$ cat src/verilog/cache_pkg.sv
package cache_pkg;

   // front-end geometry
   localparam int FE_ADDR_W = 16;
   localparam int FE_DATA_W = 32;
   localparam int NBYTES    = 4;
   localparam int NBYTES_W  = 2;

   // cache geometry, four words per line and 16 lines
   localparam int WORD_OFFSET_W = 2;
   localparam int NLINES_W      = 4;
   localparam int TAG_W         = FE_ADDR_W - NBYTES_W - WORD_OFFSET_W - NLINES_W;
   localparam int WTBUF_DEPTH_W = 2;

   // control register map
   localparam int CTRL_ADDR_W = 3;
   localparam logic [CTRL_ADDR_W-1:0] REG_RD_HIT     = 3'd0;
   localparam logic [CTRL_ADDR_W-1:0] REG_RD_MISS    = 3'd1;
   localparam logic [CTRL_ADDR_W-1:0] REG_WR_HIT     = 3'd2;
   localparam logic [CTRL_ADDR_W-1:0] REG_WR_MISS    = 3'd3;
   localparam logic [CTRL_ADDR_W-1:0] REG_WTB_EMPTY  = 3'd4;
   localparam logic [CTRL_ADDR_W-1:0] REG_WTB_FULL   = 3'd5;
   localparam logic [CTRL_ADDR_W-1:0] REG_INVALIDATE = 3'd6;

   typedef logic [FE_DATA_W-1:0]          fe_data_t;
   typedef logic [NBYTES-1:0]             fe_strb_t;
   typedef logic [FE_ADDR_W-NBYTES_W-1:0] word_addr_t;
   // top bit selects the control space
   typedef logic [FE_ADDR_W-NBYTES_W:0]   fe_req_addr_t;
   typedef logic [TAG_W-1:0]              tag_t;
   typedef logic [NLINES_W-1:0]           index_t;
   typedef logic [WORD_OFFSET_W-1:0]      offset_t;

endpackage

$ cat src/verilog/cache_front_end.sv
`timescale 1ns/1ps

module cache_front_end
   import cache_pkg::*;
(
   input  logic                   clk_i,
   input  logic                   rst_n_i,
   input  logic                   req_i,
   input  fe_req_addr_t           addr_i,
   input  fe_data_t               wdata_i,
   input  fe_strb_t               wstrb_i,
   output fe_data_t               rdata_o,
   output logic                   ack_o,
   output logic                   data_req_o,
   output word_addr_t             data_addr_o,
   output fe_data_t               data_wdata_o,
   output fe_strb_t               data_wstrb_o,
   input  fe_data_t               data_rdata_i,
   input  logic                   data_ack_i,
   output logic                   ctrl_req_o,
   output logic [CTRL_ADDR_W-1:0] ctrl_addr_o,
   output logic                   ctrl_write_o,
   input  fe_data_t               ctrl_rdata_i,
   input  logic                   ctrl_ack_i
);

   logic         busy;
   logic         sel_ctrl;
   fe_req_addr_t addr_q;
   fe_data_t     wdata_q;
   fe_strb_t     wstrb_q;

   always_ff @(posedge clk_i or negedge rst_n_i) begin
      if (!rst_n_i) begin
         busy <= 1'b0;
      end else if (!busy && req_i) begin
         busy <= 1'b1;
      end else if (ack_o) begin
         busy <= 1'b0;
      end
   end

   // request copy, only loaded when idle
   always_ff @(posedge clk_i) begin
      if (!busy && req_i) begin
         addr_q  <= addr_i;
         wdata_q <= wdata_i;
         wstrb_q <= wstrb_i;
      end
   end

   assign sel_ctrl = addr_q[FE_ADDR_W-NBYTES_W];

   assign data_req_o   = busy && !sel_ctrl;
   assign data_addr_o  = addr_q[FE_ADDR_W-NBYTES_W-1:0];
   assign data_wdata_o = wdata_q;
   assign data_wstrb_o = wstrb_q;

   assign ctrl_req_o   = busy && sel_ctrl;
   assign ctrl_addr_o  = addr_q[CTRL_ADDR_W-1:0];
   assign ctrl_write_o = |wstrb_q;

   // each side acks once per request
   assign ack_o   = data_ack_i | ctrl_ack_i;
   assign rdata_o = sel_ctrl ? ctrl_rdata_i : data_rdata_i;

   a_single_ack: assert property (@(posedge clk_i) disable iff (!rst_n_i)
      ack_o |=> !ack_o);

endmodule

$ cat config.mk
export PLATFORM = sky130hd
export DESIGN_NAME = cache_front_end
export DESIGN_NICKNAME = d
export VERILOG_FILES = /design/src/verilog/cache_pkg.sv /design/src/verilog/cache_front_end.sv
export SDC_FILE = /design/constraint.sdc
export NUM_CORES = 1
export LEC_CHECK = 0
export ABC_AREA = 1
export BUFFER_PORTS_ARGS = -buffer_cell sky130_fd_sc_hd__buf_2
export CAP_MARGIN = 20
export CELL_PAD_IN_SITES_DETAIL_PLACEMENT = 2
export CELL_PAD_IN_SITES_GLOBAL_PLACEMENT = 2
export CORE_MARGIN = 2
export CORE_UTILIZATION = 19
export CTS_CLUSTER_DIAMETER = 200
export DETAILED_ROUTE_END_ITERATION = 16
export HOLD_SLACK_MARGIN = 0.1
export PLACE_DENSITY_LB_ADDON = 0.25
export SYNTH_ARGS = -nofsm -noshare
export SYNTH_HDL_FRONTEND = slang
export SYNTH_SLANG_ARGS = --single-unit
$ cat constraint.sdc
create_clock -name clk_i -period 2.3 [get_ports clk_i]
set_input_delay 0 -clock clk_i [delete_from_list [all_inputs] [get_ports clk_i]]
set_output_delay 0 -clock clk_i [all_outputs]
set_load 0.02 [all_outputs]
After elaboration in Yosys (flattened, before gate mapping)
Index checks and enable logic that the tools add are counted.
- output and inout bits: 89
- register bits: 52
- bits of input ports: 120
- logic and storage cells: 15
- reduce and logical (&&, ||, !) cells: 7
- muxes and demuxes: 3
- bitwise operators: 1
- operators by type and width (cell ; number):
    $mux 32 ; 1
    $reduce_or 4->1 ; 1
    $logic_and 1x1->1 ; 3
    $logic_not 1->1 ; 2
    $mux 1 ; 2
    $reduce_bool 2->1 ; 1
    $or 1x1->1 ; 1

Logic depth before layout (Yosys ltp)
- depth after elaboration: 3
- gate-level depth with buffers: 4
- gate-level depth less buffers: 3

Least setup slack after synthesis
No wires, ideal clock.
- path type: reg-to-reg
- start: register busy
- end: register addr_q[0], enable pin
- buffers on the path: 0
- setup slack: 402 ps
- arrival time: 1492 ps
- setup time: 405 ps
- data required time: 1895 ps
- clock period less this slack: 1898 ps
- cell stages (with the launch flop): 4
- cells stage by stage: dfrtp_1 inv_1 nand2_1 inv_1
- cells in the longest elaborated chain, start to end: 2
- RTL lines (what ; line ; text):
    start, declared ; cache_front_end.sv:27 ; logic busy;
    start signal, assigned ; cache_front_end.sv:35 ; busy <= 1'b0;
    start signal, assigned ; cache_front_end.sv:37 ; busy <= 1'b1;
    start signal, assigned ; cache_front_end.sv:39 ; busy <= 1'b0;
    $logic_not 1->1 ; cache_front_end.sv:45 ; if (!busy && req_i) begin
    $logic_and 1x1->1 ; cache_front_end.sv:45 ;
    end signal, assigned ; cache_front_end.sv:46 ; addr_q <= addr_i;
    end, declared ; cache_front_end.sv:29 ; fe_req_addr_t addr_q;
Every way passes these cells.
A chain may end at the register's enable or synchronous reset.

Worst setup path after layout
- start: register addr_q[14]
- end: output rdata_o[31]
- cells in the longest elaborated chain, start to end: 1
- RTL lines (what ; line ; text):
    $mux 32 ; cache_front_end.sv:65 ; assign rdata_o = sel_ctrl ? ctrl_rdata_i : data_rdata_i;
    end, declared ; cache_front_end.sv:12 ; output fe_data_t rdata_o,
Every way passes these cells.

==> impl_metrics.yaml <==
status:
  status: "completed"
die:
  io_pins: 209
  die_height_um: 113
  initial_core_util_pct: 19.6
  die_area_um2: 12700
  row_count: 39
  core-area_um2: 11500
  die_w_um: 113
clocking:
  cts_root_buf: "clkbuf_16"
  worstSkewPairLatency_ns: 0.29
  path_clk_slew_ns: 0.06
  cts_buffer_depth: 2
  cts_max_level: 2
  cts.sinks: 52
  cts_tree: "yes"
  ctsHoldBuffers: 55
  cts_post_setup_buffers_inserted: 0
  cts_resized: 0
  numCtsBuffers: 5
place:
  detailed_place_hpwl_um: 5830
  io_buffers: 208
  dp_slack_ns: 1.01
  place_congestion: 0.679
grt:
  grt_pass1_wl_um: 13200
  antenna_found_initial: 0
  track_usage_pct: 13.2
  grt_max_degree: 67
  grt_pass1_vias: 2515
  overflow: 0
sta:
  setup_slack_ns: 0.732
  setup_violations: 0
  grt_setup_unrepaired: "false"
  finalSetupTns_ns: 0
  worst_slew_pin_slew_ns: 0.620
  skew_ns: 0.00895
  max_freq_mhz: 638
  hold_slack_ns: 0.312
  hold_viol: 0
  slew_headroom_pct: 58.7
  final_max_slew_viol_count: 0
  period_share_pct: 68.2
  min_period_ns: 1.57
route:
  drtPass1Iterations: 3
  wl_per_cell_um: 14.5
  drc: 0
  routed_wl_um: 8330
  vias: 2264
  ant_nets: 0
  via_per_inst: 3.94
  drtIter0Drc: 73
setup_path:
  cp.arrival_ns: 1.57
  path_cells: "buf_4 > nand2_1 > o21ai_2 > buf_2"
  slowest_delay_ns: 0.49
  required_ns: 2.30
  crit_type: "flop to primary output"
  critPathSlowestCell: "buf_4"
  crit_fanout: 66
  cpLargestDelayFamily: "buffers and inverters"
  cp.buffers_inverters: 2
  critPathLaunchType: "flop"
  critPathCaptureType: "primary output"
synth:
  yosysTopAreaCellShare_pct: 68.0
  synthesis.nets: 305
  syn_inst: 185
  avgSynthCellArea_um2: 12.2
  synth.yosys.seq_area_share_pct: 69.1
  syn-cell-area_um2: 2250
  synth_commonest_cells: "edfxtp_1 (51), nand2_1 (37), inv_1 (36)"
  ys_async_sr_fraction_pct: 1.92
  yosysTopAreaCell: "edfxtp_1"
  synthFlopType: "edfxtp_1"
  yosys_warnings: 0
  synth_area_leaders: "edfxtp_1 (68%), nand2_1 (6.2%), inv_1 (6.0%)"
  synth_edf_count: 51
  yosysMostFrequentCell: "edfxtp_1"
  synth.distinct_cells: 12
  synth_seq_cells: 52
final_layout:
  multiInputGateArea_um2: 348
  layout-drive-gt1-share_pct: 52.3
  fill_cells: 1267
  ff_latch_area_um2: 1560
  layout.nets: 553
  n_antenna_cell: 0
  area_growth_pct: 77.4
  fin_util_pct: 34.8
job:
  cap_violations: 0
worst_hold_path:
  hold_class: "input port to primary output"
pwr:
  irDropWorstVdd_uv: 477
  p_leak_nw: 1.98
  power.density_nw_per_um2: 624
-- state kept, by name (all words and copies together) (netlist names) --
register and count:
addr_q 15, busy 1, data_wdata_o 32, data_wstrb_o 4
-- power breakdown --
| part | internal [W] | switching (W) | total, W | leakage [nW] |
|---|---|---|---|---|
| clock | 0.000501 | 0.000309 | 0.000810 | 0.0757 |
| combinational | 0.000236 | 0.000309 | 0.000545 | 1.40 |
| sequential | 0.00112 | 0.0000200 | 0.00114 | 0.496 |
| total | 0.00185 | 0.000638 | 0.00249 | 1.98 |
-- area by class of cell --
cell class | instances | area share, %
Sequential cell | 52 | 39.0
Clock inverter | 1 | 0.752
Tap cell | 143 | 4.48
Multi-Input combinational cell | 73 | 8.71
Clock buffer | 5 | 3.13
Inverter | 36 | 3.38
Timing Repair Buffer | 265 | 40.6
-- cell usage in the layout (no fill, tap or decap), drive strengths merged --
master / count
buf: 210
dlygate4sd3: 55
nor2: 4
nand2: 37
edfxtp: 51
clkbuf: 5
o21ai: 32
bufinv: 1
inv: 36
dfrtp: 1
-- per-stage QoR --
stage	power [W]	std cells	cell area [um^2]
global route	0.00260	575	3990
floorplan	0.00143	185	2250
detailed placement	0.00163	514	3290
global placement	0.00162	514	3290
CTS	0.00252	575	3990
finish	0.00249	575	3990
-- worst paths after layout --
kind	start	end	slack, ns	depth (start not counted)
worst min-delay path	data_ack_i	ack_o	0.31	4
min in group asynchronous	rst_n_i	busy$_DFFE_PN0P_	0.56	3
max in group asynchronous	rst_n_i	busy$_DFFE_PN0P_	1.63	3
worst min register to register	busy$_DFFE_PN0P_	data_wdata_o[25]$_DFFE_PP_	0.96	4
worst max register to register	busy$_DFFE_PN0P_	busy$_DFFE_PN0P_	1.04	4
worst max-delay path	addr_q[14]$_DFFE_PP_	rdata_o[31]	0.73	4
-- worst register-to-register path, stage by stage (launching register included) --
cell	delay (ns)
dfrtp_1	0.37
inv_1	0.07
nand2_1	0.09
nand2_1	0.06
dlygate4sd3_1	0.56
-- routing by layer --
metal  GRT usage [%]  vias to the layer above  share of wire [%]
met2            24.4                      137                 52
li1                -                     1077                  -
met4            4.15                        0                1.4
met1            13.4                     1044                 34
met3            5.73                        6                 12
met5               0                        -                  0
-- logic make-up after synthesis --
logic type             share of synthesized area (%)
AOI/OAI and AO/OA                               8.62
buffers and inverters                           15.4
DFF                                             69.1
and+or+nand+nor                                 6.84
No activity file was read; power rests on OpenSTA's default activity.
