===== src/verilog/cache_pkg.sv =====
package cache_pkg;

   // front-end geometry
   localparam int FE_ADDR_W = 16;
   localparam int FE_DATA_W = 32;
   localparam int NBYTES    = 4;
   localparam int NBYTES_W  = 2;

   // cache geometry, four words per line and 16 lines
   localparam int WORD_OFFSET_W = 2;
   localparam int NLINES_W      = 4;
   localparam int TAG_W         = FE_ADDR_W - NBYTES_W - WORD_OFFSET_W - NLINES_W;
   localparam int WTBUF_DEPTH_W = 2;

   // control register map
   localparam int CTRL_ADDR_W = 3;
   localparam logic [CTRL_ADDR_W-1:0] REG_RD_HIT     = 3'd0;
   localparam logic [CTRL_ADDR_W-1:0] REG_RD_MISS    = 3'd1;
   localparam logic [CTRL_ADDR_W-1:0] REG_WR_HIT     = 3'd2;
   localparam logic [CTRL_ADDR_W-1:0] REG_WR_MISS    = 3'd3;
   localparam logic [CTRL_ADDR_W-1:0] REG_WTB_EMPTY  = 3'd4;
   localparam logic [CTRL_ADDR_W-1:0] REG_WTB_FULL   = 3'd5;
   localparam logic [CTRL_ADDR_W-1:0] REG_INVALIDATE = 3'd6;

   typedef logic [FE_DATA_W-1:0]          fe_data_t;
   typedef logic [NBYTES-1:0]             fe_strb_t;
   typedef logic [FE_ADDR_W-NBYTES_W-1:0] word_addr_t;
   // top bit selects the control space
   typedef logic [FE_ADDR_W-NBYTES_W:0]   fe_req_addr_t;
   typedef logic [TAG_W-1:0]              tag_t;
   typedef logic [NLINES_W-1:0]           index_t;
   typedef logic [WORD_OFFSET_W-1:0]      offset_t;

endpackage


===== src/verilog/cache_write_buffer.sv =====
`timescale 1ns/1ps

module cache_write_buffer
   import cache_pkg::*;
(
   input  logic       clk_i,
   input  logic       rst_n_i,
   input  logic       push_i,
   input  word_addr_t push_addr_i,
   input  fe_data_t   push_data_i,
   input  fe_strb_t   push_strb_i,
   input  logic       pop_i,
   output word_addr_t head_addr_o,
   output fe_data_t   head_data_o,
   output fe_strb_t   head_strb_o,
   output logic       full_o,
   output logic       empty_o
);

   word_addr_t addr_mem [2**WTBUF_DEPTH_W];
   fe_data_t   data_mem [2**WTBUF_DEPTH_W];
   fe_strb_t   strb_mem [2**WTBUF_DEPTH_W];

   logic [WTBUF_DEPTH_W-1:0] wr_ptr;
   logic [WTBUF_DEPTH_W-1:0] rd_ptr;
   logic [WTBUF_DEPTH_W:0]   count;

   always_ff @(posedge clk_i or negedge rst_n_i) begin
      if (!rst_n_i) begin
         wr_ptr <= '0;
         rd_ptr <= '0;
         count  <= '0;
      end else begin
         if (push_i) begin
            wr_ptr <= wr_ptr + 1'b1;
         end
         if (pop_i) begin
            rd_ptr <= rd_ptr + 1'b1;
         end
         count <= count + push_i - pop_i;
      end
   end

   always_ff @(posedge clk_i) begin
      if (push_i) begin
         addr_mem[wr_ptr] <= push_addr_i;
         data_mem[wr_ptr] <= push_data_i;
         strb_mem[wr_ptr] <= push_strb_i;
      end
   end

   assign head_addr_o = addr_mem[rd_ptr];
   assign head_data_o = data_mem[rd_ptr];
   assign head_strb_o = strb_mem[rd_ptr];

   assign full_o  = (count == (WTBUF_DEPTH_W+1)'(2**WTBUF_DEPTH_W));
   assign empty_o = (count == '0);

   a_no_pop_empty: assert property (@(posedge clk_i) disable iff (!rst_n_i)
      pop_i |-> !empty_o);

endmodule


===== config.mk =====
export PLATFORM = sky130hd
export DESIGN_NAME = cache_write_buffer
export DESIGN_NICKNAME = d
export VERILOG_FILES = /design/src/verilog/cache_pkg.sv /design/src/verilog/cache_write_buffer.sv
export SDC_FILE = /design/constraint.sdc
export NUM_CORES = 1
export LEC_CHECK = 0
export BUFFER_PORTS_ARGS = -buffer_cell sky130_fd_sc_hd__buf_2
export CAP_MARGIN = 5
export CORE_MARGIN = 4
export CORE_UTILIZATION = 30
export CTS_CLUSTER_DIAMETER = 120
export DETAILED_ROUTE_END_ITERATION = 8
export PLACE_DENSITY = 0.57
export SLEW_MARGIN = 10
export SYNTH_ARGS = -nofsm -noshare
export SYNTH_HDL_FRONTEND = slang
export SYNTH_SLANG_ARGS = --single-unit
export TNS_END_PERCENT = 10

===== constraint.sdc =====
create_clock -name clk_i -period 6.1 [get_ports clk_i]
set_input_delay 0.61 -clock clk_i [delete_from_list [all_inputs] [get_ports clk_i]]
set_output_delay 0.61 -clock clk_i [all_outputs]
set_load 0.01 [all_outputs]

Word level (Yosys, flattened, before mapping)
Memories as Yosys holds them, arrays and structs flattened.
Cells that the tools add are included.
{"block": "totals", "regBits": 7, "ram_bits": 200, "output_inout_bits": 52, "memories": 3}
{"memory": "data_mem", "words": 4, "word_bits": 32, "rd": 1, "rd_clocked_by_memory_dff": 0, "wr": 1, "line": "cache_write_buffer.sv:21", "rtl": "fe_data_t data_mem [2**WTBUF_DEPTH_W];"}
{"memory": "addr_mem", "words": 4, "word_bits": 14, "rd": 1, "rd_clocked_by_memory_dff": 0, "wr": 1, "line": "cache_write_buffer.sv:20", "rtl": "word_addr_t addr_mem [2**WTBUF_DEPTH_W];"}
{"memory": "strb_mem", "words": 4, "word_bits": 4, "rd": 1, "rd_clocked_by_memory_dff": 0, "wr": 1, "line": "cache_write_buffer.sv:22", "rtl": "fe_strb_t strb_mem [2**WTBUF_DEPTH_W];"}
{"block": "op_classes", "n_addsub": 4, "eq_ne": 1, "n_mux": 2, "reduce_logical": 1}
{"operator": "2-bit by 1-bit adder with 2-bit output (second input constant)", "count": 2}
{"operator": "3-bit by 1-bit adder with 3-bit output", "count": 1}
{"operator": "3-bit equality test (second input constant)", "count": 1}
{"operator": "3-bit zero test", "count": 1}
{"operator": "3-bit by 1-bit subtractor with 3-bit output", "count": 1}
{"operator": "1-bit two-way mux", "count": 2}

Longest topological paths before layout
{"block": "logic_depth", "ltp_word": 2, "ltp_mapped": 6, "mapped_depth_nobuf": 6}

Worst setup path after synthesis
No wires, ideal clock.
{"block": "synth_path", "path_type": "register to register", "startpoint": "register wr_ptr[0]", "endpoint": "memory addr_mem[0][0] (netlist bit), enable pin", "arrival_ns": 1.813, "path_slack_ns": 3.875, "path_stages_with_launch": 4, "path_buffers": 0, "period_less_slack_ns": 2.225, "path_cell_list": "dfrtp_1 -> inv_1 -> ha_1 -> and2_1"}
{"element": "from (decl)", "line": "cache_write_buffer.sv:24", "rtl": "logic [WTBUF_DEPTH_W-1:0] wr_ptr;"}
{"element": "from (signal assigned)", "line": "cache_write_buffer.sv:35", "rtl": "wr_ptr <= wr_ptr + 1'b1;"}
{"element": "to (decl)", "line": "cache_write_buffer.sv:20"}
No word-level cell before the write port.

Worst setup path in the final report
{"block": "layout_path", "startpoint": "register rd_ptr[0]", "endpoint": "output head_strb_o[3]"}
{"block": "layout_via", "elab_chain_cells": 1}
{"element": "from (decl)", "line": "cache_write_buffer.sv:25", "rtl": "logic [WTBUF_DEPTH_W-1:0] rd_ptr;"}
{"element": "from (signal assigned)", "line": "cache_write_buffer.sv:38", "rtl": "rd_ptr <= rd_ptr + 1'b1;"}
{"element": "memory read 4 x 4 bit"}
{"element": "to (decl)", "line": "cache_write_buffer.sv:15", "rtl": "output fe_strb_t head_strb_o,"}
Every way passes these cells.

==> reports/results.ini <==
[timing]
maxSlewViolCount = 0
finalCritPeriodShare = 0.512
setup_viol = 0
slew_headroom = 0.292
hold_violations = 0
fin_crit_ns = 3.12
max_freq_ghz = 0.320
tns_ns = 0
clock_skew_ns = 0.00854
grt_setup_unrepaired = false
fin_ws_ns = 2.98
tightest_slew_ns = 1.06

[synthesis]
avgSynthCellArea_um2 = 25.9
synthXorXnorAreaFrac = 0.00571
synth_top_family_by_area = multiplexers
synth_compound_area_frac = 0.000653
synth_area_leaders = edfxtp_1, mux4_2, dfrtp_1
synth_cells = 296
synth_adder_area_share = 0.0124
synth.area.mux_share = 0.148
synth_top_cell_by_area = edfxtp_1
synthesis.area_mm2 = 0.00766
ys_seq_area_frac = 0.806
ys_ff_latch = 207
synth_simple_gate_area_share = 0.00571
synth_warnings = 0
netlist.area_leader.share = 0.784
syn-num-nets = 357
yosys.cell_types.count = 18

[pwr]
combPwrFrac = 0.275
switching_power_mw = 1.24
p_leak_nw = 3.17
powerDensity_mw_per_mm2 = 484
seqPwrFrac = 0.431
p_int_mw = 3.23
vdd_drop_max_mv = 0.336
clkPwrFrac = 0.294
p_sw_frac = 0.277

[status]
status = finished clean

[global_route]
overflow = 0
first_global_vias = 3810
grt_max_degree = 53
grt_use_total = 0.101
grt_pass1_wl_mm = 22.3
antenna_found_initial = 1

[min_path]
hold_start = push_addr_i[3]
holdCritPathClass = in -> reg
hold_depth = 1

[worst_setup_path]
worstPathRequired_ns = 5.49
crit_start = rd_ptr[0]
arrival_ns = 2.51
path_class = reg -> out
worstRegToRegCells = 4
cp-end-kind = output pin
start_kind = flop
path_max_fanout = 52
worstReg2RegStart = wr_ptr[1]

[route]
ant_nets = 0
vias_per_cell = 4.42
dr.pass1.iters = 4
wl_mm = 14.3
top_layer = met5
drc = 0
drt-met1-wl_mm = 5.68
avgRoutedWirePerCell_um = 18.7
route.met2.wl_mm = 7.39
dr_wl_met3_um = 919
drt_iter0_markers = 151
num_vias = 3380

[floorplan]
die_w_um = 168
row_count = 58
ios = 106
dieHeight_um = 168
initial_core_util = 0.304
die-area_mm2 = 0.0282
core_mm2 = 0.0252

[layout]
final-instance-count-excl-fill = 765
diodes = 0
seqCellArea_mm2 = 0.00619
final_util = 0.367
final_cell_mix = edfxtp_1, buf_2, mux4_2
multiInputGateArea_mm2 = 0.00133
finalNetCount = 481
fillers = 2294
drive_gt1_frac = 0.448
mostFrequentLayoutCell = edfxtp_1
syn2layout_area_growth_pct = 20.7

[placement]
port_buffers = 105
dp_slack_ns = 3.40
dp_hpwl_mm = 8.37
dpl.cell_count = 725
place.gp.congestion = 0.677

[clock_network]
clk_pin_slew_ns = 0.06
numCtsBuffers = 22
cts-root-buf = clkbuf_16
clk_path_buf_depth = 3
htree_num_levels = 1
cts_sinks = 207
cts_tree = yes
cts_setup_buffers = 0
clock_latency_ns = 0.49

[job]
drv_cap = 0

[worst paths after layout]
check / end / slack [ns]
worst max-delay path: head_strb_o[3] / 2.98
worst min-delay path: addr_mem[2][3] / 0.33
worst max register to register: strb_mem[1][0] / 3.93
worst min register to register: wr_ptr[0] / 0.54
max in group asynchronous: rd_ptr[0] / 5.44
min in group asynchronous: count[2] / 0.48
[through the flow]
| stage | hold slack [ns] | power [mW] | instance area [um^2] |
|---|---|---|---|
| 2_1_floorplan | 0.314 | 2.83 | 7660 |
| 3_3_place_gp | 0.448 | 3.20 | 8520 |
| 3_5_place_dp | 0.453 | 3.25 | 8520 |
| 4_1_cts | 0.299 | 4.58 | 9250 |
| 5_1_grt | 0.307 | 4.73 | 9250 |
| 6_report | 0.328 | 4.47 | 9250 |
[registers in the layout, indices dropped and copies added, names as in the netlist]
register	flops
strb_mem	16
wr_ptr	2
count	3
data_mem	128
rd_ptr	2
addr_mem	56
[synth_stat cells]
library cell,number
edfxtp_1,200
nand2_1,2
o21ai_0,1
buf_6,1
clkbuf_1,1
buf_2,5
mux4_2,48
and2_1,4
ha_1,6
buf_12,5
inv_1,6
fa_1,1
xor2_1,3
mux4_1,2
nor3_1,1
dfrtp_1,7
xnor2_1,2
and3_1,1
[routing by layer]
metal / global-route usage / up-vias
met3: 0.0279 / 26
met1: 0.124 / 1756
met5: 0 / -
li1: - / 1501
met2: 0.176 / 95
met4: 0.0282 / 2
[power by group through the flow]
stage	Combinational (mW)	Clock (mW)	Sequential, mW
final	1.23	1.32	1.93
after global placement	1.26	0	1.94
after detailed placement	1.28	0	1.96
after CTS	1.29	1.36	1.94
after floorplan	0.890	0	1.94
after global routing	1.35	1.42	1.95
[what timing repair did]
item / in CTS / in global routing
endpoints found under the hold margin: 7 / 0
gates resized for setup: 0 / 0
hold buffers: 1 / 0
[final cells by class]
type,count,share of cell area
multi-input cells,71,0.143
flip-flops and latches,207,0.669
clock buffers,28,0.0642
clock inverters,11,0.0139
inverters,6,0.00243
repair buffers,112,0.0628
well taps,330,0.0446
[cell families (layout without fill, tap and decap cells)]
group	after synthesis	count (layout)
buffers and inverters	18	157
muxes	50	50
xor gates and xnor gates	5	5
DFF	207	207
adders and majority gates	7	7
and+or+nand+nor	8	8
AOI/OAI and AO/OA	1	1
[critical path: stages (launching register included)]
cell and delay, ns:
dfrtp_4 0.39, buf_4 0.80, mux4_1 0.65, buf_2 0.15
Power figures use the tool's default switching activity.
