===== src/verilog/cache_pkg.sv =====
package cache_pkg;

   // front-end geometry
   localparam int FE_ADDR_W = 16;
   localparam int FE_DATA_W = 32;
   localparam int NBYTES    = 4;
   localparam int NBYTES_W  = 2;

   // cache geometry, four words per line and 16 lines
   localparam int WORD_OFFSET_W = 2;
   localparam int NLINES_W      = 4;
   localparam int TAG_W         = FE_ADDR_W - NBYTES_W - WORD_OFFSET_W - NLINES_W;
   localparam int WTBUF_DEPTH_W = 2;

   // control register map
   localparam int CTRL_ADDR_W = 3;
   localparam logic [CTRL_ADDR_W-1:0] REG_RD_HIT     = 3'd0;
   localparam logic [CTRL_ADDR_W-1:0] REG_RD_MISS    = 3'd1;
   localparam logic [CTRL_ADDR_W-1:0] REG_WR_HIT     = 3'd2;
   localparam logic [CTRL_ADDR_W-1:0] REG_WR_MISS    = 3'd3;
   localparam logic [CTRL_ADDR_W-1:0] REG_WTB_EMPTY  = 3'd4;
   localparam logic [CTRL_ADDR_W-1:0] REG_WTB_FULL   = 3'd5;
   localparam logic [CTRL_ADDR_W-1:0] REG_INVALIDATE = 3'd6;

   typedef logic [FE_DATA_W-1:0]          fe_data_t;
   typedef logic [NBYTES-1:0]             fe_strb_t;
   typedef logic [FE_ADDR_W-NBYTES_W-1:0] word_addr_t;
   // top bit selects the control space
   typedef logic [FE_ADDR_W-NBYTES_W:0]   fe_req_addr_t;
   typedef logic [TAG_W-1:0]              tag_t;
   typedef logic [NLINES_W-1:0]           index_t;
   typedef logic [WORD_OFFSET_W-1:0]      offset_t;

endpackage


===== src/verilog/cache_control.sv =====
`timescale 1ns/1ps

module cache_control
   import cache_pkg::*;
(
   input  logic                   clk_i,
   input  logic                   rst_n_i,
   input  logic                   req_i,
   input  logic [CTRL_ADDR_W-1:0] addr_i,
   input  logic                   write_i,
   output fe_data_t               rdata_o,
   output logic                   ack_o,
   input  logic                   rd_hit_i,
   input  logic                   rd_miss_i,
   input  logic                   wr_hit_i,
   input  logic                   wr_miss_i,
   input  logic                   wtb_full_i,
   input  logic                   wtb_empty_i,
   output logic                   invalidate_all_o,
   input  logic                   invalidate_i,
   output logic                   invalidate_o,
   input  logic                   wtb_empty_chain_i,
   output logic                   wtb_empty_o
);

   fe_data_t rd_hit_cnt;
   fe_data_t rd_miss_cnt;
   fe_data_t wr_hit_cnt;
   fe_data_t wr_miss_cnt;
   logic     inv_q;
   logic     inv_wr;

   // counters stick at the top value
   function automatic fe_data_t sat_inc(input fe_data_t v, input logic ev);
      return (ev && !(&v)) ? v + 1'b1 : v;
   endfunction

   assign inv_wr = req_i && !ack_o && write_i && (addr_i == REG_INVALIDATE);

   always_ff @(posedge clk_i or negedge rst_n_i) begin
      if (!rst_n_i) begin
         ack_o       <= 1'b0;
         inv_q       <= 1'b0;
         rd_hit_cnt  <= '0;
         rd_miss_cnt <= '0;
         wr_hit_cnt  <= '0;
         wr_miss_cnt <= '0;
      end else begin
         ack_o <= req_i && !ack_o;
         inv_q <= inv_wr;
         if (inv_wr) begin
            rd_hit_cnt  <= '0;
            rd_miss_cnt <= '0;
            wr_hit_cnt  <= '0;
            wr_miss_cnt <= '0;
         end else begin
            rd_hit_cnt  <= sat_inc(rd_hit_cnt, rd_hit_i);
            rd_miss_cnt <= sat_inc(rd_miss_cnt, rd_miss_i);
            wr_hit_cnt  <= sat_inc(wr_hit_cnt, wr_hit_i);
            wr_miss_cnt <= sat_inc(wr_miss_cnt, wr_miss_i);
         end
      end
   end

   always_ff @(posedge clk_i) begin
      case (addr_i)
         REG_RD_HIT:    rdata_o <= rd_hit_cnt;
         REG_RD_MISS:   rdata_o <= rd_miss_cnt;
         REG_WR_HIT:    rdata_o <= wr_hit_cnt;
         REG_WR_MISS:   rdata_o <= wr_miss_cnt;
         REG_WTB_EMPTY: rdata_o <= fe_data_t'(wtb_empty_i);
         REG_WTB_FULL:  rdata_o <= fe_data_t'(wtb_full_i);
         default:       rdata_o <= '0;
      endcase
   end

   // chain towards neighbouring caches
   assign invalidate_all_o = inv_q | invalidate_i;
   assign invalidate_o     = inv_q | invalidate_i;
   assign wtb_empty_o      = wtb_empty_i & wtb_empty_chain_i;

endmodule


===== config.mk =====
export PLATFORM = sky130hd
export DESIGN_NAME = cache_control
export DESIGN_NICKNAME = d
export VERILOG_FILES = /design/src/verilog/cache_pkg.sv /design/src/verilog/cache_control.sv
export SDC_FILE = /design/constraint.sdc
export NUM_CORES = 1
export LEC_CHECK = 0
export BUFFER_PORTS_ARGS = -buffer_cell sky130_fd_sc_hd__buf_2
export CAP_MARGIN = 20
export CORE_MARGIN = 4
export CORE_UTILIZATION = 35
export CTS_CLUSTER_DIAMETER = 100
export DETAILED_ROUTE_END_ITERATION = 10
export HOLD_SLACK_MARGIN = 0.05
export PLACE_DENSITY = 0.57
export SLEW_MARGIN = 20
export SYNTH_ARGS = -nofsm -noshare
export SYNTH_HDL_FRONTEND = slang
export SYNTH_SLANG_ARGS = --single-unit

===== constraint.sdc =====
create_clock -name clk_i -period 2.6 [get_ports clk_i]
set_clock_uncertainty 0.2 [all_clocks]
set_input_delay 0.52 -clock clk_i [delete_from_list [all_inputs] [get_ports clk_i]]
set_output_delay 0.52 -clock clk_i [all_outputs]
set_load 0.03 [all_outputs]

==> After elaboration in Yosys (flattened, before gate mapping) <==
Cells that the tools add are included.
{ "totals": {"regBits": 162, "latch_bits": 0, "ramBits": 0, "mem_bits_ro": 0, "input_bits": 15, "output_inout_bits": 36, "elab_cells": 49, "mem_count": 0} }
{ "classes": {"n_addsub": 4, "n_mul": 0, "div": 0, "magnitude_cmp": 0, "eq_ne": 6, "shifts": 0, "mux": 9, "bitwise": 2, "reduce_logical": 21} }
{ "ops": {"columns": ["cell", "count"], "rows": [
  ["$mux W32", 8],
  ["$pmux W32 S6", 1],
  ["$add A32 B1 Y32 const B", 4],
  ["$reduce_and A32 Y1", 4],
  ["$eq A3 B3 Y1 const B", 3],
  ["$reduce_bool A2 Y1", 4],
  ["$logic_and A1 B1 Y1", 7],
  ["$eq A3 B2 Y1 const B", 2],
  ["$logic_not A1 Y1", 5],
  ["$eq A3 B1 Y1 const B", 1],
  ["$logic_not A3 Y1", 1],
  ["$and A1 B1 Y1", 1],
  ["$or A1 B1 Y1", 1]
]} }

==> Longest topological paths before layout <==
{ "logic_depth": {"ltp_word": 5, "mapped_depth": 9, "depth_no_buf": 6} }

==> Least setup slack after synthesis <==
OpenSTA, ideal clock, no wires.
{ "synth_timing": {"path_kind": "input port to flip-flop", "startpoint": "input port wr_miss_i", "endpoint": "register wr_miss_cnt[23]", "setup_time_ns": 0.078, "arrival_time_ns": 2.273, "required_time_ns": 2.322, "slack_ns": 0.049, "path_stages": 7, "n_path_buf": 2, "path_cell_list": "clkbuf_1 -> nand4_1 -> or3_1 -> clkbuf_1 -> a211o_1 -> or4_1 -> a21oi_1"} }
{ "synth_via": {"elab_chain_len": 2} }
{ "synth_rtl": {"columns": ["item", "line", "text"], "rows": [
  ["from (decl)", "cache_control.sv:16", "input logic wr_miss_i,"],
  ["$logic_and A1 B1 Y1", "cache_control.sv:35", "return (ev && !(&v)) ? v + 1'b1 : v;"],
  ["$reduce_bool A2 Y1 (no source line)", null, null],
  ["to (signal assigned)", "cache_control.sv:60", "wr_miss_cnt <= sat_inc(wr_miss_cnt, wr_miss_i);"],
  ["to (decl)", "cache_control.sv:29", "fe_data_t wr_miss_cnt;"]
]} }
Every way passes these cells.
A chain may end at the register's enable or synchronous reset.

==> Final worst setup path <==
{ "layout_timing": {"startpoint": "register rd_miss_cnt[11]", "endpoint": "register rd_miss_cnt[31]"} }
{ "layout_via": {"elab_chain_len": 4, "elab_cells_between_ends": 7, "classes_between": "1 x add/sub; 2 x mux; 4 x reduce/logical"} }
{ "layout_rtl": {"columns": ["item", "line", "text"], "rows": [
  ["from (decl)", "cache_control.sv:27", "fe_data_t rd_miss_cnt;"],
  ["from (signal assigned)", "cache_control.sv:58", "rd_miss_cnt <= sat_inc(rd_miss_cnt, rd_miss_i);"],
  ["branches (longest 4 deep; another with $add A32 B1 Y32)", null, null]
]} }
Parallel ways; which one is timed is not known. The select of a mux whose other input is x is not followed.

==> qor.yml <==
cp_top_family: "simple AND/OR/NAND/NOR gates"
synth_area_um2: 8550
antenna_found_initial: 0
ys_seq_elements: 162
end_kind: "flop"
syn2layout_area_growth_pct: 18.5
path_max_fanout: 9
cts_num_sinks: 162
path_cells: "nand4_4, or4_1, a2111o_1, or4_1, a21oi_1"
cts_tree: "yes"
multiInputGateArea_um2: 4420
yosysWarnings: 0
io_pins: 51
grt_usage_pct: 19.6
netlist_instances: 926
grt_pass1_vias: 7412
grt_max_degree: 65
post-route-min-period_ns: 2.46
clockBufferDepth: 2
htree_levels: 4
layout.cells.most_common: "dfrtp_1"
synth_ff_type: "dfrtp_1"
cp-start-kind: "flop"
io_buffers: 50
outcome: "complete, no violations"
seq_area_um2: 3890
hold_ws_ns: 0.126
relSlewSlack_pct: 60.0
cellPowerDensity_nw_per_um2: 628
finalSetupTns_ns: 0
crit_slowest_cell: "or4_1"
die_height_um: 164
ys_seq_area_share_pct: 45.5
drt_iter0_markers: 765
final_core_util_pct: 42.7
yosys.cell_types.count: 51
cts_setup_buffers: 0
post_drt_via_cell_ratio: 5.89
vias: 7872
globalRouteOverflowTotal: 0
ant_nets: 0
route.detailed.drc: 0
crit_path_frequent_cell: "or4_1"
clock-root-buffer: "clkbuf_16"
peakVddDrop_mv: 0.398
crit-reg2reg-launch: "rd_miss_cnt[11]$_DFFE_PN0P_"
synth-edff-count: 0
final_cell_mix: "dfrtp_1 (130), nand2_1 (76), a21oi_1 (65)"
cpPeakStageDelay_ns: 0.57
crit_required_ns: 2.76
worstSetupStartpoint: "rd_miss_cnt[11]$_DFFE_PN0P_"
min_from: "req_i"
insertion_delay_ns: 0.44
async_flop_share_pct: 80.2
initial_core_util_pct: 36.0
rsz0062_at_grt: "no"
nets: 1024
worst_slack_ns: 0.135
crit_buf_inv: 0
wl_mm: 25.7
diodes: 0
critical_path_class: "flop to flop"
n_fill_cell: 2318
dp_hpwl_mm: 18.7
first_pass_iters: 5
finalSetupViolCount: 0
die-width_um: 164
syn_area_per_cell_um2: 9.23
fmax_ghz: 0.406
num_rows: 56
maxSlewViolCount: 0
die_area_um2: 27000
cts_buffers: 17
drv_cap: 0
core_um2: 23800
wire_per_inst_um: 19.3
power.leakage_nw: 4.18
place_ws_ns: 0.0396
drive_gt1_share_pct: 16.2
syn_nets: 945
tightestPinTransition_ns: 0.598
power_mw: 6.37
cp.arrival_ns: 2.63
gp_congestion: 0.915
finalCritPeriodShare_pct: 94.8
grt_pass1_wl_mm: 41.2
hold_class: "primary input to flop"
clkSlewWorstSetupHoldPaths_ns: 0.07
finalHoldViolCount: 0
-- synth_stat cells (all sizes together) (13+ instances only) --
cell type	instances	share of area [%]
nor3	13	0.76
o31ai	20	1.8
dfrtp	130	38
nand4	50	3.8
a221o	31	3.6
xnor2	24	2.5
and4	23	2.4
o21ai	49	2.9
o211ai	17	1.5
nand2	76	3.3
dfxtp	32	7.5
nand3	43	2.5
clkbuf	51	2.2
xor2	18	1.8
or4	33	2.9
nor4	16	1.2
and3	24	1.8
or3	45	3.3
a22o	31	3.2
nor2	61	2.7
a21oi	65	3.8
-- flip-flops by register name (all words and copies together), names as in the netlist --
name,cells
wr_hit_cnt,32
rd_hit_cnt,32
ack_o,1
wr_miss_cnt,32
inv_q,1
rd_miss_cnt,32
rdata_o,32
-- through the flow --
| step | instances | cell area, um^2 |
|---|---|---|
| 3_5_place_dp | 1304 | 9530 |
| 5_1_grt | 1337 | 10100 |
| 3_3_place_gp | 1304 | 9530 |
| 2_1_floorplan | 926 | 8550 |
| 6_report | 1337 | 10100 |
| 4_1_cts | 1337 | 10100 |
-- path summary, 6_finish.rpt --
path,endpoint,slack [ns],cells after the start
worst max-delay path,rd_miss_cnt[31]$_DFFE_PN0P_,0.14,5
worst min-delay path,ack_o$_DFF_PN0_,0.13,2
worst max register to register,rd_miss_cnt[31]$_DFFE_PN0P_,0.14,5
worst min register to register,ack_o$_DFF_PN0_,0.26,1
max in group asynchronous,wr_miss_cnt[15]$_DFFE_PN0P_,1.14,3
min in group asynchronous,wr_hit_cnt[28]$_DFFE_PN0P_,0.36,2
-- cells by family (layout without fill, tap and decap cells) --
| family | after synthesis | after routing | synth area share [%] |
|---|---|---|---|
| flops | 162 | 162 | 45.5 |
| mux | 6 | 6 | 0.702 |
| fa+ha+maj | 4 | 4 | 0.585 |
| buf+inv | 65 | 157 | 3.03 |
| simple gates | 404 | 404 | 26.2 |
| compound gates | 243 | 243 | 19.6 |
| xor+xnor | 42 | 42 | 4.30 |
-- area by class of cell --
cell class | count | share of cell area [%]
inverters | 7 | 0.272
well taps | 319 | 3.94
flip-flops and latches | 162 | 38.4
repair buffers | 118 | 7.96
multi-input cells | 699 | 43.6
clock buffers | 19 | 4.37
clock inverters | 13 | 1.44
-- where the power goes --
group          switching, mW  internal (mW)  total, mW
logic                  0.507          0.337      0.844
registers              0.244           2.72       2.97
clock network           1.10           1.45       2.56
total                   1.85           4.51       6.37
-- timing repair --
action / 4_1_cts / 5_1_grt
gates resized for setup: 0 / 1
endpoints found under the hold margin: 39 / 0
endpoints found under the setup margin: 0 / 2
hold buffers: 1 / 0
-- per-layer routing --
layer	track usage, %	vias to the layer above	part of all wire [%]
li1	-	3734	-
met1	27.2	3874	45
met2	31.3	220	47
met3	2.81	44	5.0
met4	6.67	0	2.3
met5	0	-	0
-- worst register-to-register path, delay by kind of cell, from the launching register on --
family | cells | cell delay (ns)
and+or+nand+nor | 3 | 1.13
AOI/OAI and AO/OA | 2 | 0.63
DFF | 1 | 0.43
Power figures use the tool's default switching activity.
