--- src/verilog/cache_pkg.sv ---
package cache_pkg;

   // front-end geometry
   localparam int FE_ADDR_W = 16;
   localparam int FE_DATA_W = 32;
   localparam int NBYTES    = 4;
   localparam int NBYTES_W  = 2;

   // cache geometry, four words per line and 16 lines
   localparam int WORD_OFFSET_W = 2;
   localparam int NLINES_W      = 4;
   localparam int TAG_W         = FE_ADDR_W - NBYTES_W - WORD_OFFSET_W - NLINES_W;
   localparam int WTBUF_DEPTH_W = 2;

   // control register map
   localparam int CTRL_ADDR_W = 3;
   localparam logic [CTRL_ADDR_W-1:0] REG_RD_HIT     = 3'd0;
   localparam logic [CTRL_ADDR_W-1:0] REG_RD_MISS    = 3'd1;
   localparam logic [CTRL_ADDR_W-1:0] REG_WR_HIT     = 3'd2;
   localparam logic [CTRL_ADDR_W-1:0] REG_WR_MISS    = 3'd3;
   localparam logic [CTRL_ADDR_W-1:0] REG_WTB_EMPTY  = 3'd4;
   localparam logic [CTRL_ADDR_W-1:0] REG_WTB_FULL   = 3'd5;
   localparam logic [CTRL_ADDR_W-1:0] REG_INVALIDATE = 3'd6;

   typedef logic [FE_DATA_W-1:0]          fe_data_t;
   typedef logic [NBYTES-1:0]             fe_strb_t;
   typedef logic [FE_ADDR_W-NBYTES_W-1:0] word_addr_t;
   // top bit selects the control space
   typedef logic [FE_ADDR_W-NBYTES_W:0]   fe_req_addr_t;
   typedef logic [TAG_W-1:0]              tag_t;
   typedef logic [NLINES_W-1:0]           index_t;
   typedef logic [WORD_OFFSET_W-1:0]      offset_t;

endpackage

--- src/verilog/cache_back_end.sv ---
`timescale 1ns/1ps

module cache_back_end
   import cache_pkg::*;
(
   input  logic                 clk_i,
   input  logic                 rst_n_i,
   input  logic                 wtb_empty_i,
   input  word_addr_t           wtb_addr_i,
   input  fe_data_t             wtb_data_i,
   input  fe_strb_t             wtb_strb_i,
   output logic                 wtb_pop_o,
   input  logic                 refill_req_i,
   input  word_addr_t           refill_addr_i,
   output logic                 refill_valid_o,
   output offset_t              refill_offset_o,
   output fe_data_t             refill_data_o,
   output logic                 refill_done_o,
   output logic                 be_req_o,
   output logic [FE_ADDR_W-1:0] be_addr_o,
   output fe_data_t             be_wdata_o,
   output fe_strb_t             be_wstrb_o,
   input  fe_data_t             be_rdata_i,
   input  logic                 be_ack_i
);

   typedef enum logic [1:0] {B_IDLE, B_DRAIN, B_REFILL} state_t;

   state_t     state;
   offset_t    cnt;
   word_addr_t be_word;
   logic       start_drain;
   logic       start_refill;

   // drains win, a refill is not restarted while its done pulse is out
   assign start_drain  = (state == B_IDLE) && !wtb_empty_i;
   assign start_refill = (state == B_IDLE) && wtb_empty_i && refill_req_i && !refill_done_o;

   assign be_addr_o = {be_word, {NBYTES_W{1'b0}}};

   // head entry leaves the buffer only once memory has taken it
   assign wtb_pop_o = (state == B_DRAIN) && be_ack_i;

   assign refill_valid_o  = (state == B_REFILL) && be_ack_i;
   assign refill_offset_o = cnt;
   assign refill_data_o   = be_rdata_i;

   always_ff @(posedge clk_i or negedge rst_n_i) begin
      if (!rst_n_i) begin
         state         <= B_IDLE;
         cnt           <= '0;
         be_req_o      <= 1'b0;
         refill_done_o <= 1'b0;
      end else begin
         refill_done_o <= 1'b0;
         case (state)
            B_IDLE: begin
               if (start_drain) begin
                  be_req_o <= 1'b1;
                  state    <= B_DRAIN;
               end else if (start_refill) begin
                  be_req_o <= 1'b1;
                  cnt      <= '0;
                  state    <= B_REFILL;
               end
            end
            B_DRAIN: begin
               if (be_ack_i) begin
                  be_req_o <= 1'b0;
                  state    <= B_IDLE;
               end
            end
            B_REFILL: begin
               if (be_ack_i) begin
                  be_req_o <= 1'b0;
                  cnt      <= cnt + 1'b1;
                  if (&cnt) begin
                     refill_done_o <= 1'b1;
                     state         <= B_IDLE;
                  end
               end else if (!be_req_o) begin
                  // next word of the line
                  be_req_o <= 1'b1;
               end
            end
            default: state <= B_IDLE;
         endcase
      end
   end

   always_ff @(posedge clk_i) begin
      if (start_drain) begin
         be_word    <= wtb_addr_i;
         be_wdata_o <= wtb_data_i;
         be_wstrb_o <= wtb_strb_i;
      end else if (start_refill) begin
         be_word    <= refill_addr_i;
         be_wstrb_o <= '0;
      end else if (refill_valid_o) begin
         be_word <= be_word + 1'b1;
      end
   end

   a_addr_stable: assert property (@(posedge clk_i) disable iff (!rst_n_i)
      be_req_o && !be_ack_i |=> $stable(be_addr_o));

endmodule

--- config.mk ---
export PLATFORM = sky130hd
export DESIGN_NAME = cache_back_end
export DESIGN_NICKNAME = d
export VERILOG_FILES = /design/src/verilog/cache_pkg.sv /design/src/verilog/cache_back_end.sv
export SDC_FILE = /design/constraint.sdc
export NUM_CORES = 1
export LEC_CHECK = 0
export ABC_AREA = 0
export BUFFER_PORTS_ARGS = -buffer_cell sky130_fd_sc_hd__clkbuf_2
export CORE_MARGIN = 2
export CORE_UTILIZATION = 30
export CTS_CLUSTER_SIZE = 10
export DETAILED_ROUTE_END_ITERATION = 16
export PLACE_DENSITY_LB_ADDON = 0.05
export SYNTH_ARGS = -nofsm -noshare
export SYNTH_HDL_FRONTEND = slang
export SYNTH_SLANG_ARGS = --single-unit
--- constraint.sdc ---
create_clock -name clk_i -period 5.35 [get_ports clk_i]
set_clock_uncertainty 0.2 [all_clocks]
set_input_delay 0.2675 -clock clk_i [delete_from_list [all_inputs] [get_ports clk_i]]
set_output_delay 0.2675 -clock clk_i [all_outputs]
set_load 0.01 [all_outputs]
**Word-level counts from Yosys, hierarchy flattened**

Cells that the tools add are included.

- Register bits: 56
- Input port bits: 101
- Output and inout port bits: 90
- Logic and storage cells: 57

- Add/subtract/negate cells: 2
- Equal/unequal tests: 8
- Multiplexer cells: 23
- Reductions and logical operators: 17

Operator list:

| cell | number |
|---|---|
| 2-to-1 mux 14 bit | 3 |
| 2-to-1 mux 2 bit | 8 |
| adder 14 x 1 -> 14 bit, second input constant | 1 |
| 2-to-1 mux 4 bit | 2 |
| != test 2 bit, second input constant | 4 |
| AND reduction 4 bit | 2 |
| 2-to-1 mux 1 bit | 7 |
| logical AND 1 bit | 6 |
| case mux 2 bit (3 select lines) | 1 |
| nonzero test 3 bit | 2 |
| case mux 2 bit (2 select lines) | 1 |
| nonzero test 2 bit | 2 |
| != test 3 bit, second input constant | 1 |
| case mux 1 bit (3 select lines) | 1 |
| AND reduction 3 bit | 1 |
| adder 2 x 1 -> 2 bit, second input constant | 1 |
| == test 2 x 1 -> 1 bit, second input constant | 1 |
| == test 2 bit, second input constant | 1 |
| logical NOT 1 bit | 2 |
| logical NOT 2 bit | 1 |
| != test 2 x 1 -> 1 bit, second input constant | 1 |
| AND reduction 2 bit | 1 |

**Longest topological paths before layout**

- Depth after elaboration: 7
- Gate-level depth with buffers: 7
- Mapped depth without buffers: 5

**Worst setup path before layout**

OpenSTA, ideal clock, no wires.

- Path type: reg-to-reg
- From: register state[0]
- To: register be_word[7], data pin
- Setup time: 284 ps
- Arrival time: 1,667 ps
- Data required time: 4,866 ps
- Setup slack: 3,199 ps
- Cell stages (with the launch flop): 6
- Path buffers: 2
- Clock period less this slack: 2,151 ps
- Cells stage by stage: dfrtp_1 buf_2 or3_1 inv_2 buf_2 o21ai_0

- Elaborated cells on any way between the ends: 7

RTL lines:

| what | line | source |
|---|---|---|
| start: declaration | cache_back_end.sv:29 | `state_t state;` |
| start signal: assignment | cache_back_end.sv:50 | `state <= B_IDLE;` |
| start signal: assignment | cache_back_end.sv:60 | `state <= B_DRAIN;` |
| start signal: assignment | cache_back_end.sv:64 | `state <= B_REFILL;` |
| logical NOT 2 bit | cache_back_end.sv:36 | `assign start_drain = (state == B_IDLE) && !wtb_empty_i;` |
| logical AND 1 bit | cache_back_end.sv:36 |  |
| via start_drain | cache_back_end.sv:32 | `logic start_drain;` |
| 2-to-1 mux 14 bit | cache_back_end.sv:92 | `if (start_drain) begin` |
| end signal: assignment | cache_back_end.sv:93 | `be_word <= wtb_addr_i;` |
| end signal: assignment | cache_back_end.sv:97 | `be_word <= refill_addr_i;` |
| end signal: assignment | cache_back_end.sv:100 | `be_word <= be_word + 1'b1;` |
| end: declaration | cache_back_end.sv:31 | `word_addr_t be_word;` |

The timed path passes the listed nets, and every way through them passes these cells.
A chain may end at the register's enable or synchronous reset.

**Worst setup path in the final report**

- From: register state[0]
- To: register be_word[8], enable pin

- Longest elaborated chain between the ends: 5
- Elaborated cells on any way between the ends: 8

Ends and longest elaborated chain:

| what | line | source |
|---|---|---|
| logical NOT 2 bit | cache_back_end.sv:36, cache_back_end.sv:37 |  |
| logical AND 1 bit (3 in a row) | cache_back_end.sv:37 | `assign start_refill = (state == B_IDLE) && wtb_empty_i && refill_req_i && !refill_done_o;` |
| nonzero test 3 bit (no source line) (*) | - |  |

Mark *: on every way between the ends. The rest lies on a longest branch, timed or not.

==> results.toml <==
[clocking]
hold_buffers = 33
post_cts_resized = 0
worstSkewPairLatency_ns = 0.31
numCtsBuffers = 5
cts_tree = "built"
ctsHtreeMaxLevel = 2
cts_setup_buffers = 0
ctsRootBufferMaster = "clkbuf_8"
clkSinkCount = 56
path_clk_slew_ns = 0.10
cts.path.max_buffers = 2

[route]
avgRoutedWirePerCell_microns = 15.1
drtIter0Drc = 108
drc = 0
routed_via_density = 4.58
vias = 2080
routed_wirelength_microns = 6840
postRouteAntennaNets = 0
drt_first_pass_iters = 4

[yosys]
syn_inst = 223
ys_ff_latch = 56
synth_top_area_share = 0.552
synth_area_sq_um = 2720
yosys.area.top_type = "edfxtp_1"
synth_cell_types = 45
synthTopCellsByArea = "edfxtp_1 55%, buf_4 9.4%, dfrtp_1 5.5%"
synth-main-ff-cell = "edfxtp_1"
synth_edf_count = 50
syn_area_per_cell_sq_um = 12.2
ys_seq_area_frac = 0.607
yosys_warnings = 0
ys_async_sr_fraction = 0.107

[final_layout]
layout_commonest_cell = "clkbuf_2"
drive_above_1_share = 0.405
area_delta_synth_final_pct = 32.4
antenna_cells = 0
nFillCells = 874
design_area_sq_um = 3600
layout.nets = 448
mostFrequentLayoutCells = "124 x clkbuf_2, 50 x edfxtp_1, 33 x dlygate4sd3_1"

[timing]
maxSlewHeadroom = 0.563
fin_crit_sh = 0.471
max_freq_ghz = 0.397
finalSetupViolations = 0
tns_ns = 0
tightestPinTransition_ns = 0.656
period_needed_ns = 2.52
rsz0062_at_grt = "no"
hold_violations = 0
slew_viol_final = 0

[die]
initial_core_util = 0.310
die_w_microns = 99.2
die_area_sq_um = 9840
core_area_sq_um = 8760
die_h_microns = 99.2
row_count = 34
io_pins = 191

[global_route]
antenna_found_initial = 0
gr-total-overflow = 0
grt_pass1_vias = 2022
grt_max_degree = 53
groute.usage.overall = 0.135
grt_first_pass_wirelength_microns = 10500

[pwr]
p_per_area_nw_per_um2 = 466
p_leak_nw = 1.51
peakVddDrop_mv = 0.318

[worst_setup_path]
crit_path_start_kind = "flop"
crit_path_start = "state[0]"
path_max_fanout = 14
rr_startpoint = "state[0]"
arrival_ns = 2.28
required_ns = 5.11
endpoint_kind = "flop"
critical_path_class = "reg -> reg"

[run_status]
status = "complete, no violations"

[placement]
hpwl_microns = 4740
gp_congestion = 0.770
dpl-instance-area_sq_um = 3180
io_buffers = 124

[min_path]
worstHoldStart = "be_ack_i"
hold_class = "in -> reg"

[flow_run]
drv_cap = 0
-- path summary, 6_finish.rpt --
| check | cells after the start | slack [ns] | endpoint |
|---|---|---|---|
| min reg2reg | 2 | 0.37 | refill_offset_o[1] |
| min | 2 | 0.01 | state[0] |
| max | 3 | 2.83 | be_word[8] |
| min in group asynchronous | 2 | 0.12 | be_req_o |
| max in group asynchronous | 2 | 4.68 | state[0] |
| max reg2reg | 3 | 2.83 | be_word[8] |
-- stage by stage --
step	instances	setup slack (ns)	hold slack, ns	total power [mW]	util
after floorplan	224	3.20	-0.228	1.21	-
after global placement	413	2.80	-0.0928	1.44	0.363
after detailed placement	413	2.73	-0.0938	1.44	0.363
after CTS	454	2.75	0.00368	1.71	0.411
after global routing	454	2.61	0.0152	1.81	0.411
final	454	2.83	0.0135	1.68	0.411
-- power breakdown --
group	switching [mW]	total [mW]	leakage, nW	internal (mW)
registers	0.134	0.813	0.548	0.679
clock network	0.149	0.243	0.0485	0.0944
logic	0.364	0.621	0.915	0.257
total	0.648	1.68	1.51	1.03
-- logic make-up after synthesis --
group / after synthesis / share of synthesized area
simple gates: 66 / 0.138
flops: 56 / 0.607
buf+inv: 49 / 0.120
compound gates: 42 / 0.101
xor+xnor: 6 / 0.0193
fa+ha+maj: 2 / 0.00920
other cells: 1 / 0.00138
mux: 1 / 0.00368
-- state kept, by name, summed over array words and instances, names as in the netlist --
register         flops
be_wdata_o          32
be_word             14
refill_offset_o      2
be_req_o             1
state                2
be_wstrb_o           4
refill_done_o        1
-- synth_stat cells, types with 4 or more instances --
cell      count
edfxtp_1     50
buf_4        34
nand2_1      21
o21ai_0      12
nor3_1        9
nand3_1       7
dfrtp_1       6
nor2_1        6
xnor2_1       6
a21oi_1       5
and2_1        5
buf_2         5
a211oi_1      4
clkbuf_1      4
inv_1         4
o21a_1        4
o21ai_1       4
-- cell type report --
| type | count | area, sq um | share of cell area |
|---|---|---|---|
| flip-flops and latches | 56 | 1650 | 0.459 |
| repair buffers | 158 | 958 | 0.266 |
| multi-input cells | 119 | 746 | 0.207 |
| well taps | 108 | 135 | 0.0375 |
| clock buffers | 5 | 68.8 | 0.0191 |
| clock inverters | 3 | 22.5 | 0.00625 |
| inverters | 5 | 18.8 | 0.00521 |
-- per-layer routing --
metal | share of wire | wire length [microns] | track usage
met1 | 0.44 | 3030 | 0.174
met2 | 0.46 | 3170 | 0.224
met3 | 0.083 | 570 | 0.0415
met4 | 0.0092 | 63 | 0.0316
met5 | 0 | 0 | 0
-- critical path: stages (launching register included) --
cell and delay (ns):
dfrtp_1 0.49, nor4b_4 0.57, and2_4 0.34, or3_1 0.57
No activity file was read; power rests on OpenSTA's default activity.
